<file path="config.mk">
export PLATFORM = sky130hd
export DESIGN_NAME = axi_10g_mac
export DESIGN_NICKNAME = d
export VERILOG_FILES = /design/src/common/xgmac_pkg.sv /design/src/common/axil_pkg.sv /design/src/axi_ipif/axil_ipif_bridge.sv /design/src/xgmac/xgmac_regs.sv /design/src/xgmac/xgmac_tx.sv /design/src/xgmac/xgmac_rx.sv /design/src/source/axi_10g_mac.sv
export SDC_FILE = /design/constraint.sdc
export NUM_CORES = 1
export LEC_CHECK = 0
export CAP_MARGIN = 30
export CORE_MARGIN = 3
export CORE_UTILIZATION = 55
export DETAILED_ROUTE_END_ITERATION = 16
export DONT_BUFFER_PORTS = 1
export PLACE_DENSITY_LB_ADDON = 0.15
export SYNTH_ARGS = -nofsm -noshare
export SYNTH_HDL_FRONTEND = slang
export SYNTH_SLANG_ARGS = --single-unit
</file>
<file path="constraint.sdc">
create_clock -name clk156 -period 9.2 [get_ports clk156]
set_input_delay 0.46 -clock clk156 [delete_from_list [all_inputs] [get_ports clk156]]
set_output_delay 0.46 -clock clk156 [all_outputs]
set_load 0.005 [all_outputs]
</file>
<file path="src/common/xgmac_pkg.sv">
package xgmac_pkg;

   localparam int xgmii_lanes = 8;            // Byte lanes per XGMII word

   // XGMII control characters, valid when the lane's control bit is set
   typedef enum logic [7:0] {
      ctrl_idle      = 8'h07,
      ctrl_start     = 8'hFB,
      ctrl_terminate = 8'hFD,
      ctrl_error     = 8'hFE
   } xgmii_ctrl_t;

   // One 64-bit stream beat
   typedef struct packed {
      logic [63:0] tdata;
      logic [7:0]  tkeep;                      // Contiguous from lane 0
      logic        tlast;
      logic        tuser;                      // Bad frame, receive side only
   } axis_beat_t;

   // One XGMII word, same layout for tx and rx
   typedef struct packed {
      logic [63:0] d;                          // txd or rxd
      logic [7:0]  c;                          // txc or rxc, one bit per lane
   } xgmii_word_t;

   // Fixed words built by the framer
   localparam xgmii_word_t xgmii_idle_word  = {{8{ctrl_idle}}, 8'hFF};
   localparam xgmii_word_t xgmii_start_word = {{7{ctrl_idle}}, ctrl_start, 8'hFF};
   localparam xgmii_word_t xgmii_term_word  = {{7{ctrl_idle}}, ctrl_terminate, 8'hFF};
   localparam xgmii_word_t xgmii_error_word = {{8{ctrl_error}}, 8'hFF};

endpackage

</file>
<file path="src/common/axil_pkg.sv">
package axil_pkg;

   typedef enum logic [1:0] {
      okay   = 2'b00,
      slverr = 2'b10
   } axi_resp_t;

   // Single-cycle register request from the bridge
   typedef struct packed {
      logic        cs;                         // One cycle per request
      logic        rnw;
      logic [7:0]  addr;                       // Byte address
      logic [31:0] wdata;
   } ipif_req_t;

   // Answer, one cycle after cs
   typedef struct packed {
      logic        rdack;
      logic        wrack;
      logic        error;
      logic [31:0] rdata;
   } ipif_rsp_t;

   // Register map
   localparam logic [7:0] reg_ctrl      = 8'h00;  // Bit 0 tx_enable, bit 1 rx_enable
   localparam logic [7:0] reg_ifg       = 8'h04;  // Min idle words between frames
   localparam logic [7:0] reg_tx_frames = 8'h08;
   localparam logic [7:0] reg_rx_frames = 8'h0C;
   localparam logic [7:0] reg_rx_errors = 8'h10;

   localparam logic [3:0] ifg_reset = 4'd1;

endpackage

</file>
<file path="src/axi_ipif/axil_ipif_bridge.sv">
module axil_ipif_bridge (
   input  logic                clk156,
   input  logic                rst_n,
   input  logic [31:0]         s_axi_awaddr,
   input  logic                s_axi_awvalid,
   output logic                s_axi_awready,
   input  logic [31:0]         s_axi_wdata,
   input  logic [3:0]          s_axi_wstrb,    // Ignored, full-word writes only
   input  logic                s_axi_wvalid,
   output logic                s_axi_wready,
   output axil_pkg::axi_resp_t s_axi_bresp,
   output logic                s_axi_bvalid,
   input  logic                s_axi_bready,
   input  logic [31:0]         s_axi_araddr,
   input  logic                s_axi_arvalid,
   output logic                s_axi_arready,
   output logic [31:0]         s_axi_rdata,
   output axil_pkg::axi_resp_t s_axi_rresp,
   output logic                s_axi_rvalid,
   input  logic                s_axi_rready,
   output axil_pkg::ipif_req_t req,
   input  axil_pkg::ipif_rsp_t rsp
);
   import axil_pkg::*;

   typedef enum logic [1:0] {idle, wait_ack, resp_write, resp_read} state_t;

   state_t    state;
   axi_resp_t resp_q;                          // Shared by B and R channels
   logic      wr_hs;
   logic      rd_hs;

   // Write needs address and data together; write wins a tie
   assign wr_hs = (state == idle) && s_axi_awvalid && s_axi_wvalid;
   assign rd_hs = (state == idle) && s_axi_arvalid && !(s_axi_awvalid && s_axi_wvalid);

   assign s_axi_awready = wr_hs;
   assign s_axi_wready  = wr_hs;
   assign s_axi_arready = rd_hs;
   assign s_axi_bvalid  = (state == resp_write);
   assign s_axi_rvalid  = (state == resp_read);
   assign s_axi_bresp   = resp_q;
   assign s_axi_rresp   = resp_q;

   always_ff @(posedge clk156) begin
      // Request payload, captured on handshake
      if (wr_hs || rd_hs) begin
         req.rnw   <= rd_hs;
         req.addr  <= wr_hs ? s_axi_awaddr[7:0] : s_axi_araddr[7:0];
         req.wdata <= s_axi_wdata;
      end
      if (rsp.wrack || rsp.rdack) begin
         resp_q      <= rsp.error ? slverr : okay;
         s_axi_rdata <= rsp.rdata;             // Don't care on writes
      end

      if (!rst_n) begin
         state  <= idle;
         req.cs <= 1'b0;
      end else begin
         req.cs <= wr_hs || rd_hs;             // Single-cycle strobe
         case (state)
            idle: begin
               if (wr_hs || rd_hs)
                  state <= wait_ack;
            end
            wait_ack: begin
               if (rsp.wrack)
                  state <= resp_write;
               else if (rsp.rdack)
                  state <= resp_read;
            end
            resp_write: begin
               if (s_axi_bready)
                  state <= idle;
            end
            resp_read: begin
               if (s_axi_rready)
                  state <= idle;
            end
            default: state <= idle;
         endcase
      end
   end

   // Responses hold until accepted
   a_bvalid_hold: assert property (@(posedge clk156) disable iff (!rst_n)
      s_axi_bvalid && !s_axi_bready |=> s_axi_bvalid && $stable(s_axi_bresp));
   a_rvalid_hold: assert property (@(posedge clk156) disable iff (!rst_n)
      s_axi_rvalid && !s_axi_rready |=>
         s_axi_rvalid && $stable(s_axi_rdata) && $stable(s_axi_rresp));

   // Only one request in flight
   a_no_req_in_wait: assert property (@(posedge clk156) disable iff (!rst_n)
      state == wait_ack |=> !req.cs);

endmodule

</file>
<file path="src/xgmac/xgmac_regs.sv">
module xgmac_regs (
   input  logic                clk156,
   input  logic                rst_n,
   input  axil_pkg::ipif_req_t req,
   output axil_pkg::ipif_rsp_t rsp,
   input  logic                tx_frame_done,
   input  logic                rx_frame_done,
   input  logic                rx_frame_bad,
   output logic                tx_enable,
   output logic                rx_enable,
   output logic [3:0]          ifg_words
);
   import axil_pkg::*;

   logic [31:0] tx_frames;
   logic [31:0] rx_frames;
   logic [31:0] rx_errors;
   logic [31:0] rd_data;
   logic        hit;                           // Address decodes
   logic        writable;

   // Address decode and read mux
   always_comb begin
      rd_data  = '0;
      hit      = 1'b1;
      writable = 1'b0;
      case (req.addr)
         reg_ctrl: begin
            rd_data[1:0] = {rx_enable, tx_enable};
            writable     = 1'b1;
         end
         reg_ifg: begin
            rd_data[3:0] = ifg_words;
            writable     = 1'b1;
         end
         reg_tx_frames: rd_data = tx_frames;
         reg_rx_frames: rd_data = rx_frames;
         reg_rx_errors: rd_data = rx_errors;
         default:       hit = 1'b0;
      endcase
   end

   always_ff @(posedge clk156) begin
      rsp.rdata <= rd_data;
      if (!rst_n) begin
         rsp.rdack <= 1'b0;
         rsp.wrack <= 1'b0;
         rsp.error <= 1'b0;
         tx_enable <= 1'b0;
         rx_enable <= 1'b0;
         ifg_words <= ifg_reset;
         tx_frames <= '0;
         rx_frames <= '0;
         rx_errors <= '0;
      end else begin
         rsp.rdack <= req.cs && req.rnw;
         rsp.wrack <= req.cs && !req.rnw;
         rsp.error <= req.cs && (!hit || (!req.rnw && !writable));  // Unmapped or RO write
         if (req.cs && !req.rnw) begin
            case (req.addr)
               reg_ctrl: {rx_enable, tx_enable} <= req.wdata[1:0];
               reg_ifg:  ifg_words <= req.wdata[3:0];
               default:  ;                     // Error already flagged
            endcase
         end
         if (tx_frame_done)
            tx_frames <= tx_frames + 32'd1;    // Wraps
         if (rx_frame_done)
            rx_frames <= rx_frames + 32'd1;
         if (rx_frame_bad)
            rx_errors <= rx_errors + 32'd1;
      end
   end

   // One ack of one kind per request, none otherwise
   a_one_ack: assert property (@(posedge clk156) disable iff (!rst_n)
      ((rsp.rdack || rsp.wrack) == $past(req.cs)) && !(rsp.rdack && rsp.wrack));

endmodule

</file>
<file path="src/xgmac/xgmac_tx.sv">
module xgmac_tx (
   input  logic                   clk156,
   input  logic                   rst_n,
   input  logic                   tx_enable,
   input  logic [3:0]             ifg_words,
   input  xgmac_pkg::axis_beat_t  tx_axis,
   input  logic                   tx_axis_tvalid,
   output logic                   tx_axis_tready,
   output xgmac_pkg::xgmii_word_t xgmii_tx,
   output logic                   tx_frame_done
);
   import xgmac_pkg::*;

   typedef enum logic [1:0] {idle, data, term, gap} state_t;

   state_t      state;
   state_t      state_d;
   axis_beat_t  beat_q;                        // One beat behind the wire
   xgmii_word_t word_d;
   xgmii_word_t last_wd;                       // Last beat with terminate
   logic [3:0]  n_keep;
   logic [3:0]  gap_cnt;
   logic [3:0]  gap_d;
   logic        done_d;
   logic        accept;

   assign tx_axis_tready = tx_enable &&
                           (state == idle || (state == data && !beat_q.tlast));
   assign accept = tx_axis_tvalid && tx_axis_tready;

   // Terminate goes right after the last valid lane, idle above it
   always_comb begin
      n_keep = '0;
      for (int i = 0; i < xgmii_lanes; i++)
         n_keep = n_keep + 4'(beat_q.tkeep[i]);
      last_wd = {beat_q.tdata, 8'h00};
      for (int i = 0; i < xgmii_lanes; i++) begin
         if (i == n_keep) begin
            last_wd.d[8*i +: 8] = ctrl_terminate;
            last_wd.c[i]        = 1'b1;
         end else if (i > n_keep) begin
            last_wd.d[8*i +: 8] = ctrl_idle;
            last_wd.c[i]        = 1'b1;
         end
      end
   end

   // Next state and next word
   always_comb begin
      state_d = state;
      word_d  = xgmii_idle_word;
      gap_d   = gap_cnt;
      done_d  = 1'b0;
      case (state)
         idle: begin
            if (accept) begin
               word_d  = xgmii_start_word;     // First beat follows next word
               state_d = data;
            end
         end
         data: begin
            if (beat_q.tlast) begin
               word_d = last_wd;
               if (&beat_q.tkeep) begin
                  state_d = term;              // No lane left for terminate
               end else begin
                  state_d = gap;
                  gap_d   = 4'd1;
                  done_d  = 1'b1;
               end
            end else if (accept) begin
               word_d = {beat_q.tdata, 8'h00};
            end else begin
               word_d = xgmii_error_word;      // Underrun, frame goes out bad
            end
         end
         term: begin
            word_d  = xgmii_term_word;
            state_d = gap;
            gap_d   = 4'd1;
            done_d  = 1'b1;
         end
         gap: begin
            if (gap_cnt >= ifg_words)
               state_d = idle;
            else
               gap_d = gap_cnt + 4'd1;
         end
         default: state_d = idle;
      endcase
   end

   always_ff @(posedge clk156) begin
      if (accept)
         beat_q <= tx_axis;
      if (!rst_n) begin
         state         <= idle;
         gap_cnt       <= '0;
         xgmii_tx      <= xgmii_idle_word;
         tx_frame_done <= 1'b0;
      end else begin
         state         <= state_d;
         gap_cnt       <= gap_d;
         xgmii_tx      <= word_d;
         tx_frame_done <= done_d;              // Same cycle as terminate on the wire
      end
   end

   a_no_ready_in_gap: assert property (@(posedge clk156) disable iff (!rst_n)
      (state == term || state == gap) |-> !tx_axis_tready);

endmodule

</file>
<file path="src/xgmac/xgmac_rx.sv">
module xgmac_rx (
   input  logic                   clk156,
   input  logic                   rst_n,
   input  logic                   rx_enable,
   input  xgmac_pkg::xgmii_word_t xgmii_rx,
   output xgmac_pkg::axis_beat_t  rx_axis,
   output logic                   rx_axis_tvalid,
   output logic                   rx_frame_done,
   output logic                   rx_frame_bad
);
   import xgmac_pkg::*;

   xgmii_word_t in_q;                          // Word being decoded
   logic        in_frame;
   logic        err_q;                         // Sticky for current frame
   logic        is_start;
   logic        next_term0;                    // Lookahead on the incoming word
   logic        term_found;
   logic [2:0]  term_lane;
   logic [7:0]  term_keep;
   logic        ctrl_bad;

   assign is_start   = in_q.c[0] && (in_q.d[7:0] == ctrl_start);
   assign next_term0 = xgmii_rx.c[0] && (xgmii_rx.d[7:0] == ctrl_terminate);
   assign term_keep  = (8'h01 << term_lane) - 8'h01;

   // Terminate lane and bad control characters
   always_comb begin
      term_found = 1'b0;
      term_lane  = '0;
      ctrl_bad   = 1'b0;
      for (int i = 0; i < xgmii_lanes; i++) begin
         if (in_q.c[i]) begin
            if (!term_found && in_q.d[8*i +: 8] == ctrl_terminate) begin
               term_found = 1'b1;
               term_lane  = 3'(i);
            end else if (!term_found || in_q.d[8*i +: 8] != ctrl_idle) begin
               ctrl_bad = 1'b1;                // Error char, stray control or junk after term
            end
         end else if (term_found) begin
            ctrl_bad = 1'b1;                   // Data above terminate
         end
      end
   end

   always_ff @(posedge clk156) begin
      in_q          <= xgmii_rx;
      rx_axis.tdata <= in_q.d;
      rx_axis.tkeep <= term_found ? term_keep : 8'hFF;
      rx_axis.tlast <= term_found || next_term0;
      rx_axis.tuser <= (err_q || ctrl_bad) && (term_found || next_term0);  // Last beat only
      if (!rst_n) begin
         in_frame       <= 1'b0;
         err_q          <= 1'b0;
         rx_axis_tvalid <= 1'b0;
         rx_frame_done  <= 1'b0;
         rx_frame_bad   <= 1'b0;
      end else begin
         rx_axis_tvalid <= 1'b0;
         rx_frame_done  <= 1'b0;
         rx_frame_bad   <= 1'b0;
         if (!in_frame) begin
            in_frame <= is_start && rx_enable; // Drop frames while disabled
            err_q    <= 1'b0;
         end else if (term_found) begin
            in_frame       <= 1'b0;
            rx_axis_tvalid <= (term_lane != 3'd0);  // Lane 0 term went out already
            rx_frame_done  <= 1'b1;
            rx_frame_bad   <= err_q || ctrl_bad;
         end else begin
            rx_axis_tvalid <= 1'b1;
            err_q          <= err_q || ctrl_bad;
         end
      end
   end

   a_keep_nonzero: assert property (@(posedge clk156) disable iff (!rst_n)
      rx_axis_tvalid |-> (rx_axis.tkeep != 8'h00));

endmodule

</file>
<file path="src/source/axi_10g_mac.sv">
module axi_10g_mac (
   input  logic                   clk156,
   input  logic                   rst_n,
   input  logic [31:0]            s_axi_awaddr,
   input  logic                   s_axi_awvalid,
   output logic                   s_axi_awready,
   input  logic [31:0]            s_axi_wdata,
   input  logic [3:0]             s_axi_wstrb,
   input  logic                   s_axi_wvalid,
   output logic                   s_axi_wready,
   output axil_pkg::axi_resp_t    s_axi_bresp,
   output logic                   s_axi_bvalid,
   input  logic                   s_axi_bready,
   input  logic [31:0]            s_axi_araddr,
   input  logic                   s_axi_arvalid,
   output logic                   s_axi_arready,
   output logic [31:0]            s_axi_rdata,
   output axil_pkg::axi_resp_t    s_axi_rresp,
   output logic                   s_axi_rvalid,
   input  logic                   s_axi_rready,
   input  xgmac_pkg::axis_beat_t  tx_axis,
   input  logic                   tx_axis_tvalid,
   output logic                   tx_axis_tready,
   output xgmac_pkg::axis_beat_t  rx_axis,
   output logic                   rx_axis_tvalid,
   output xgmac_pkg::xgmii_word_t xgmii_tx,
   input  xgmac_pkg::xgmii_word_t xgmii_rx
);
   import axil_pkg::*;

   ipif_req_t  req;
   ipif_rsp_t  rsp;
   logic       tx_enable;
   logic       rx_enable;
   logic [3:0] ifg_words;
   logic       tx_frame_done;
   logic       rx_frame_done;
   logic       rx_frame_bad;

   // AXI4-Lite to register strobes
   axil_ipif_bridge u_bridge (
      .clk156        (clk156),
      .rst_n         (rst_n),
      .s_axi_awaddr  (s_axi_awaddr),
      .s_axi_awvalid (s_axi_awvalid),
      .s_axi_awready (s_axi_awready),
      .s_axi_wdata   (s_axi_wdata),
      .s_axi_wstrb   (s_axi_wstrb),
      .s_axi_wvalid  (s_axi_wvalid),
      .s_axi_wready  (s_axi_wready),
      .s_axi_bresp   (s_axi_bresp),
      .s_axi_bvalid  (s_axi_bvalid),
      .s_axi_bready  (s_axi_bready),
      .s_axi_araddr  (s_axi_araddr),
      .s_axi_arvalid (s_axi_arvalid),
      .s_axi_arready (s_axi_arready),
      .s_axi_rdata   (s_axi_rdata),
      .s_axi_rresp   (s_axi_rresp),
      .s_axi_rvalid  (s_axi_rvalid),
      .s_axi_rready  (s_axi_rready),
      .req           (req),
      .rsp           (rsp)
   );

   xgmac_regs u_regs (
      .clk156        (clk156),
      .rst_n         (rst_n),
      .req           (req),
      .rsp           (rsp),
      .tx_frame_done (tx_frame_done),
      .rx_frame_done (rx_frame_done),
      .rx_frame_bad  (rx_frame_bad),
      .tx_enable     (tx_enable),
      .rx_enable     (rx_enable),
      .ifg_words     (ifg_words)
   );

   xgmac_tx u_tx (
      .clk156         (clk156),
      .rst_n          (rst_n),
      .tx_enable      (tx_enable),
      .ifg_words      (ifg_words),
      .tx_axis        (tx_axis),
      .tx_axis_tvalid (tx_axis_tvalid),
      .tx_axis_tready (tx_axis_tready),
      .xgmii_tx       (xgmii_tx),
      .tx_frame_done  (tx_frame_done)
   );

   xgmac_rx u_rx (
      .clk156         (clk156),
      .rst_n          (rst_n),
      .rx_enable      (rx_enable),
      .xgmii_rx       (xgmii_rx),
      .rx_axis        (rx_axis),
      .rx_axis_tvalid (rx_axis_tvalid),
      .rx_frame_done  (rx_frame_done),
      .rx_frame_bad   (rx_frame_bad)
   );

endmodule

</file>
Word level (Yosys, flattened, before mapping) --
Cells that the tools add are included.
Storage, ports and cells: word-level logic and storage cells 287, register bits after elaboration 490
Cells by class: equality and inequality tests 43, reductions and logical operators 64, $lt $le $gt $ge 8, shifts and indexed selects 1, multiplexer cells 123, add/subtract/negate cells 12
Operators by type and width (number):
- one-hot mux 72 bit (3 select lines) | 1
- two-way mux 72 bit | 2
- two-way mux 8 bit | 16
- adder 32 x 1 -> 32 bit, second input constant | 3
- one-hot mux 28 bit (3 select lines) | 1
- equality test 8 bit, second input constant | 10
- two-way mux 1 bit | 71
- != test 8 x 3 -> 1 bit, second input constant | 7
- two-way mux 3 bit | 13
- adder 4 x 1 -> 4 bit | 6
- one-hot mux 2 bit (4 select lines) | 3
- logical AND 1 bit | 23
- two-way mux 2 bit | 9
- equality test 3 x 4 -> 1 bit, first input constant | 4
- equality test 8 x 4 -> 1 bit, second input constant | 2
- > comparator 3 x 4 -> 1 bit, first input constant | 4
- two-way mux 16 bit | 1
- logical OR 1 bit | 13
- logical NOT 1 bit | 12
- two-way mux 4 bit | 3
- one-hot mux 4 bit (3 select lines) | 1
- != test 2 x 1 -> 1 bit, second input constant | 5
- one-hot mux 2 bit (5 select lines) | 1
- equality test 2 bit, second input constant | 4
- 25 further kinds | 36

Depth between registers and ports, before layout --
Gate-level depths: netlist of run 1.
word-level depth 34, depth in mapped cells 14, mapped depth without buffers 14

Hierarchy --
A second synthesis of run 1 with hierarchy kept.
Second synthesis, totals: cell total of the unflattened synthesis 1549, area, all modules 18320.1 um^2
Modules (own cells, without submodules):
- xgmac_regs | area an instance 6162.2 um^2, sequential area each 2742.6 um^2, times used 1, cells each 709
- xgmac_tx | area an instance 5789.3 um^2, sequential area each 3773.6 um^2, times used 1, cells each 459
- xgmac_rx | area an instance 3822.4 um^2, sequential area each 3022.9 um^2, times used 1, cells each 272
- axil_ipif_bridge | area an instance 2546.2 um^2, sequential area each 2282.2 um^2, times used 1, cells each 109

Least setup slack after synthesis of run 1 --
Ideal clock, no wire load.
path type reg-to-reg, from register u_tx.beat_q[2] (netlist name), to register, netlist name u_tx.xgmii_tx[11], data required time 9.142 ns, stages on the path, launching flop included 14, path slack 5.495 ns, arrival time 3.647 ns, period minus slack after synthesis 3.705 ns, path through edfxtp_1 ha_1 inv_1 fa_1 fa_1 fa_1 fa_1 nand2b_1 o31ai_2 nand2_1 nor2_1 o21ai_1 a21oi_1 a21o_1
Between the ends: word-level cells in the longest chain between the ends 11
RTL lines:
- start, declared | RTL line xgmac_tx.sv:18 | axis_beat_t beat_q;
- start signal, assigned | RTL line xgmac_tx.sv:95 | beat_q <= tx_axis;
- adder 1 x 1 -> 2 bit | RTL line xgmac_tx.sv:35 | n_keep = n_keep + 4'(beat_q.tkeep[i]);
- adder 4 x 1 -> 4 bit (6 in series) | RTL line xgmac_tx.sv:35
- logical NOT 4 bit | RTL line xgmac_tx.sv:38 | if (i == n_keep) begin
- two-way mux 8 bit | RTL line xgmac_tx.sv:38
- two-way mux 72 bit | RTL line xgmac_tx.sv:62 | if (beat_q.tlast) begin
- one-hot mux 72 bit (3 select lines) | RTL line xgmac_tx.sv:54 | case (state)
No other way between the ends. A chain may end at the register's enable or synchronous reset.

Worst setup path in the final report of run 1 --
from register u_tx.beat_q[2] (netlist name), to register, netlist name u_tx.xgmii_tx[11]
Between the ends: word-level cells in the longest chain between the ends 11
RTL lines (RTL line):
- adder 1 x 1 -> 2 bit | xgmac_tx.sv:35
- adder 4 x 1 -> 4 bit (6 in series) | xgmac_tx.sv:35
- logical NOT 4 bit | xgmac_tx.sv:38
- two-way mux 8 bit | xgmac_tx.sv:38
- two-way mux 72 bit | xgmac_tx.sv:62
- one-hot mux 72 bit (3 select lines) | xgmac_tx.sv:54
No other way between the ends.

==> summary.md, run 1 <==
| Metric | Value |
|---|---|
| Outcome | `finished clean` |
| DP HPWL | `26.37 mm` |
| Top achievable clock speed | `222.4 MHz` |
| Number of synthesized flops with an enable pin | `119` |
| Drt wl/cell | `19.77 um` |
| Gr busiest metal | `met2` |
| Clock sink count | `489` |
| Vias | `11136` |
| Synth warn | `0` |
| Tmin final | `4496 ps` |
| H-tree level count | `2` |
| PD cells | `218.8 mW/mm^2` |
| CTS tree | `done` |
| DRT Wirelength | `40.10 mm` |
| Max stage delay on crit path | `530 ps` |
| Synth Register Bits | `489` |
| Most frequent cells in the layout | `370 x dfxtp_1, 178 x nand2_1, 150 x dlygate4sd3_1, 119 x edfxtp_1, 77 x o21ai_1` |
| Hold_buf cts | `150` |
| Critical path capture point type | `register` |
| Site row count | `63` |
| Max-cap viol count | `0` |
| Via-to-Cell Ratio | `5.491` |
| Clock latency on the worst-skew pair | `550 ps` |
| Top Family by Delay on Critical Path | `adder cells` |
| Yosys top cell area share | `44.20%` |
| Distinct cells, synth | `70` |
| Bufs on Longest Clock Path | `3` |
| Starting Density | `56.10%` |
| Initial drt markers | `671` |
| Die height | `180.6 um` |
| Pins Over Slew Limit | `0` |
| First-pass DRT Iterations | `5` |
| Root buffer cell | `clkbuf_16` |
| Count of input and output buffers | `0` |
| All-Layer GR Usage | `23.98%` |
| Top FF cell, synth | `dfxtp_1` |
| Global-route wire length before repair | `62.66 mm` |
| Total chip power | `0.004400 W` |
| Startpoint Class | `register` |
| Ports | `443` |
| Core region area | `0.02987 mm^2` |
| TNS Setup | `0 ps` |
| Total grt overflow | `0` |
| Die Wd | `180.6 um` |
| CTS clk-pin slew, worst paths | `70 ps` |
| Critical path's slowest cell | `o31ai_2` |
| Peak supply drop | `0.2204 mV` |
| Residual DRC count | `0` |
| Cell accounting for the most synthesized area | `dfxtp_1` |
| CP most frequent cell | `fa_1` |
| Worst EP arrival | `4980 ps` |
| Leakage power | `7.679 nW` |
| GR Layer Usage met3 | `5.006%` |
| Mapped Area | `0.01676 mm^2` |
| Skew final | `19.22 ps` |
| Finished Core Util | `67.32%` |
| Met2 usage | `43.27%` |
| CTS Buf Count | `46` |
| Async SR Flop Fraction | `0%` |
| GP Congestion | `0.8371` |
| Tightest Hold Check Type | `input pin to register` |
| Setup violators final | `0` |
| CP Max Fanout | `8` |
| GR met1 Demand/Resource | `28.68%` |
| Setup bufs post-CTS | `0` |
| Initial antenna violation count | `4` |
| Required @ worst endpoint | `9690 ps` |
| Post-Syn Instances | `1438` |
| Worst relative slew slack | `33.32%` |
| Largest net degree at the start of global routing | `117` |
| Crit share post-route | `48.87%` |
| Slew of the pin with the lowest slew margin | `996.5 ps` |
| Total die area | `0.03260 mm^2` |
| CTS resizes | `0` |
| Cells taking the most area after synthesis | `dfxtp_1 44%, edfxtp_1 21%, nand2_1 4.0%` |
| Fin. Hold Viols | `0` |
| RSZ-0062 raised after global routing | `no` |
| Mean Syn Cell Area | `11.65 um^2` |
| Vias in the first global route | `11286` |
| Commonest non-fill, non-tap cell in the layout | `dfxtp_1` |
| ANT nets after route | `0` |
| Fraction of layout cells with a size suffix above 1 | `6.728%` |
| Worst path bufs/invs | `1` |
| CP cell instances | `ha_1 -> inv_1 -> fa_1 -> fa_1 -> fa_1 -> fa_1 -> nand2b_1 -> o31ai_2 -> nand2_1 -> nor2_1 -> o21ai_1 -> a21oi_1 -> a21o_1` |
| Layout area overhead | `19.99%` |
| Crit path kind | `register to register` |
| Sequential-to-total area share from yosys stat | `65.52%` |
| Final net count | `1873` |
[logic make-up after synthesis]
group | share of synthesized area [%]
fa+ha+maj | 1.672
mux | 3.225
simple gates | 16.45
compound gates | 7.413
flops | 65.52
xor+xnor | 3.815
buf+inv | 1.881
other cells | 0.02237
[power breakdown]
group          internal, W  total (W)  switching [W]
Clock              0.00104    0.00183       0.000789
Sequential         0.00229    0.00236      0.0000692
Combinational    0.0000999   0.000209       0.000109
[registers in the layout, indices dropped and copies added, names as in the netlist, 2 cells and up]
name	cells
u_tx.xgmii_tx	72
u_regs.ifg_words	4
u_bridge.state	2
u_regs.rx_frames	32
u_rx.rx_axis	74
u_regs.tx_frames	32
u_regs.rx_errors	32
u_rx.in_q	72
u_tx.beat_q	73
u_bridge.req	14
u_bridge.s_axi_rdata	32
u_tx.state	2
u_regs.rsp	35
u_tx.gap_cnt	4
[through the flow]
step	cells	worst slack, ps	hold slack, ps	instance area (um^2)
3_5_place_dp	1791	4793	328.7	17130
3_3_place_gp	1791	4899	327.3	17130
4_1_cts	2025	4771	26.50	20100
2_1_floorplan	1439	5495	323.1	16760
6_report	2028	4704	62.87	20110
5_1_grt	2028	4459	47.72	20110
[cell usage after synthesis (4+ instances only)]
cell      number
or3_1         24
a31oi_1        6
edfxtp_1     119
mux2i_1       45
nand2b_1       8
nand4b_1       6
and2_1        71
clkbuf_1      37
nor4_1         9
ha_1          16
a21o_1         7
o21ai_1       77
xor2_1        17
o21ai_0        9
dfxtp_1      370
nand3_1       38
and4_1         8
a21boi_1      24
nand4_1       22
mux2_2         8
a21oi_1       41
o211ai_1       4
and3_1        36
buf_4          4
nor3_1        10
fa_1           4
nand2_1      178
nor2_1        54
o21a_1         8
and4b_1        4
nor2b_1       24
or4_1          4
xnor2_1       56
inv_1         30
[path summary, 6_finish.rpt]
check	slack [ps]	cells after the start	startpoint	endpoint
max	4700	13	u_tx.beat_q[2]$_DFFE_PP_	u_tx.xgmii_tx[11]$_SDFF_PN0_
min	60	1	rst_n	u_regs.rx_errors[24]$_SDFFE_PN0P_
max reg2reg	4700	13	u_tx.beat_q[2]$_DFFE_PP_	u_tx.xgmii_tx[11]$_SDFF_PN0_
min reg2reg	350	0	u_rx.in_q[11]$_DFF_P_	u_rx.rx_axis[13]$_DFF_P_
[metal layers]
metal  part of all wire [%]  wire length (um)  up-vias
met2                     52             20680      397
met4                    3.0              1219        2
met3                    5.6              2226       82
met5                  0.050                20        -
met1                     40             15950     5333
li1                       -                 -     5322
[area by class of cell]
class / instances / area (um^2)
Antenna cell: 3 / 7.507
Clock buffer: 60 / 1275
Clock inverter: 24 / 201.4
Fill cell: 2129 / 9764
Inverter: 33 / 123.9
Multi-Input combinational cell: 871 / 5473
Sequential cell: 489 / 10980
Tap cell: 390 / 488.0
Timing Repair Buffer: 158 / 1562
[worst reg2reg max path, delay by kind of cell, from the launching register on]
kind            cells  cell delay (ps)
compound gates      4             1360
fa+ha+maj           5             2100
buf+inv             1               50
flops               1              370
simple gates        3              560
Note: power is estimated with default switching activity, not from simulation.
==> run 2: changes to the inputs <==
Clock period 9.2 ns to 3.95 ns, I/O delays scaled along.
==> run 2 against run 1 <==
Flip-flop and latch count is the same. Utilization grew 1.6 points. Combinational power grew to 2.5 times the previous value. Sequential power grew 130%. First-iteration DRC count grew 1.5%.
==> summary.md, run 2 (same netlist as run 1, synthesis figures left out) <==
| Metric | Value |
|---|---|
| Outcome | `finished clean` |
| ANT nets after route | `0` |
| Total chip power | `0.01065 W` |
| Clk pwr share | `43.3%` |
| RSZ-0062 raised after global routing | `no` |
| Count of input and output buffers | `0` |
| Top reg by flops | `u_rx.rx_axis` |
| Critical path's slowest cell | `fa_1` |
| P_int | `0.008337 W` |
| PD cells | `517.1 mW/mm^2` |
| Die Wd | `180.6 um` |
| Tmin final | `3737 ps` |
| Fraction of layout cells with a size suffix above 1 | `7.895%` |
| Max-cap viol count | `0` |
| Required @ worst endpoint | `4330 ps` |
| Final net count | `1907` |
| Vias | `11365` |
| Startpoint Class | `register` |
| CTS clk-pin slew, worst paths | `60 ps` |
| Layout area overhead | `22.88%` |
| DRT Wirelength | `40.63 mm` |
| Slew of the pin with the lowest slew margin | `834.2 ps` |
| Root buffer cell | `clkbuf_16` |
| All-Layer GR Usage | `24.22%` |
| Crit share post-route | `94.61%` |
| CTS Buf Count | `47` |
| Worst path bufs/invs | `1` |
| Starting Density | `56.10%` |
| Ports | `443` |
| Residual DRC count | `0` |
| Bufs on Longest Clock Path | `3` |
| Leakage power | `7.906 nW` |
| Top achievable clock speed | `267.6 MHz` |
| Sw Share | `21.73%` |
| Worst EP arrival | `4110 ps` |
| Commonest non-fill, non-tap cell in the layout | `dfxtp_1` |
| Largest register FFs | `74` |
| Finished Core Util | `68.94%` |
| Initial drt markers | `681` |
| First-pass DRT Iterations | `5` |
| Setup violators final | `0` |
| Seq pwr share | `51.7%` |
| Max stage delay on crit path | `500 ps` |
| Top Family by Delay on Critical Path | `adder cells` |
| Peak supply drop | `0.4366 mV` |
| DP HPWL | `26.74 mm` |
| NetSw | `0.002314 W` |
| H-tree level count | `2` |
| Skew final | `20.18 ps` |
| Fin. Hold Viols | `0` |
| Critical path capture point type | `register` |
| Tightest Hold Check Type | `input pin to register` |
| GP Congestion | `0.8272` |
| Core region area | `0.02987 mm^2` |
| Pins Over Slew Limit | `0` |
| Die height | `180.6 um` |
| Global-route wire length before repair | `63.62 mm` |
| Vias in the first global route | `11309` |
| CP Max Fanout | `5` |
| Initial antenna violation count | `2` |
| Site row count | `63` |
| TNS Setup | `0 ps` |
| Clock latency on the worst-skew pair | `560 ps` |
| Fill cell count | `2072` |
| Logic pwr share | `5.0%` |
| Via-to-Cell Ratio | `5.506` |
| Largest net degree at the start of global routing | `116` |
| CP cell instances | `ha_1 -> inv_1 -> fa_1 -> fa_1 -> fa_2 -> fa_2 -> or2_1 -> a21oi_1 -> nand2_1 -> nor2_4 -> nor2_1 -> nor3_1 -> o21ai_1` |
| Worst relative slew slack | `44.38%` |
| Biggest regs | `u_rx.rx_axis: 74 flops, u_tx.beat_q: 73 flops` |
| Total die area | `0.03260 mm^2` |
| Clock sink count | `489` |
| Most frequent cells in the layout | `370 x dfxtp_1, 177 x nand2_1, 168 x dlygate4sd3_1, 119 x edfxtp_1, 76 x o21ai_1` |
| Crit path kind | `register to register` |
| CTS tree | `done` |
| Total grt overflow | `0` |
| Drt wl/cell | `19.68 um` |
==> run 2: cell count changes in the layout (fill, tap and decap cells not counted), sizes merged <==
cell         change
clkinv           -6
inv              +2
clkinvlp         -3
diode            -1
bufinv           +3
dlygate4sd3     +18
clkbuf           +8
buf             +15
==> run 2: cell type report <==
class	count	area, um^2	share of cell area, %
diodes	2	5.005	0.02430
clock inverters	20	271.5	1.318
repair buffers	191	1874	9.101
clock buffers	68	1358	6.592
well taps	390	488.0	2.369
inverters	33	123.9	0.6015
multi-input cells	871	5494	26.68
flip-flops and latches	489	10980	53.32
==> run 2: final timing paths <==
kind,endpoint,slack [ps],depth (start not counted),from
setup / recovery,u_tx.xgmii_tx[58]$_SDFF_PN1_,210,13,u_tx.beat_q[2]$_DFFE_PP_
hold / removal,u_bridge.req[40]$_DFFE_PP_,30,1,s_axi_awvalid
setup reg to reg,u_tx.xgmii_tx[58]$_SDFF_PN1_,210,13,u_tx.beat_q[2]$_DFFE_PP_
hold reg to reg,u_rx.rx_axis[14]$_DFF_P_,350,0,u_rx.in_q[12]$_DFF_P_
==> run 2: layer usage <==
layer	wire [um]	track usage (%)	vias up
li1	-	-	5415
met1	15960	29.53	5398
met2	20540	42.35	448
met3	2576	5.329	104
met4	1551	8.842	0
met5	0	0	-
==> run 2: repair_timing <==
action | CTS | global route
hold buffers | 169 | 0
endpoints found under the setup margin | 0 | 33
gates resized for setup | 0 | 7
buffers inserted | 0 | 1
endpoints found under the hold margin | 285 | 0
==> run 2: through the flow <==
| stage | setup WS, ps | hold WS (ps) | cell area, um^2 | cells |
|---|---|---|---|---|
| 2_1_floorplan | 245.3 | 225.2 | 16760 | 1439 |
| 3_3_place_gp | 181.9 | 225.3 | 17220 | 1804 |
| 3_5_place_dp | 94.77 | 225.3 | 17220 | 1804 |
| 4_1_cts | 68.40 | 8.593 | 20560 | 2061 |
| 5_1_grt | 19.81 | 6.730 | 20590 | 2064 |
| 6_report | 213.0 | 33.09 | 20590 | 2064 |
==> run 2: power by group through the flow <==
stage | combinational [W] | clock [W] | sequential (W)
after floorplan | 0.000286 | 0 | 0.00554
after global routing | 0.000577 | 0.00490 | 0.00552
final | 0.000530 | 0.00462 | 0.00550
after global placement | 0.000351 | 0 | 0.00561
after detailed placement | 0.000361 | 0 | 0.00561
after CTS | 0.000520 | 0.00468 | 0.00550
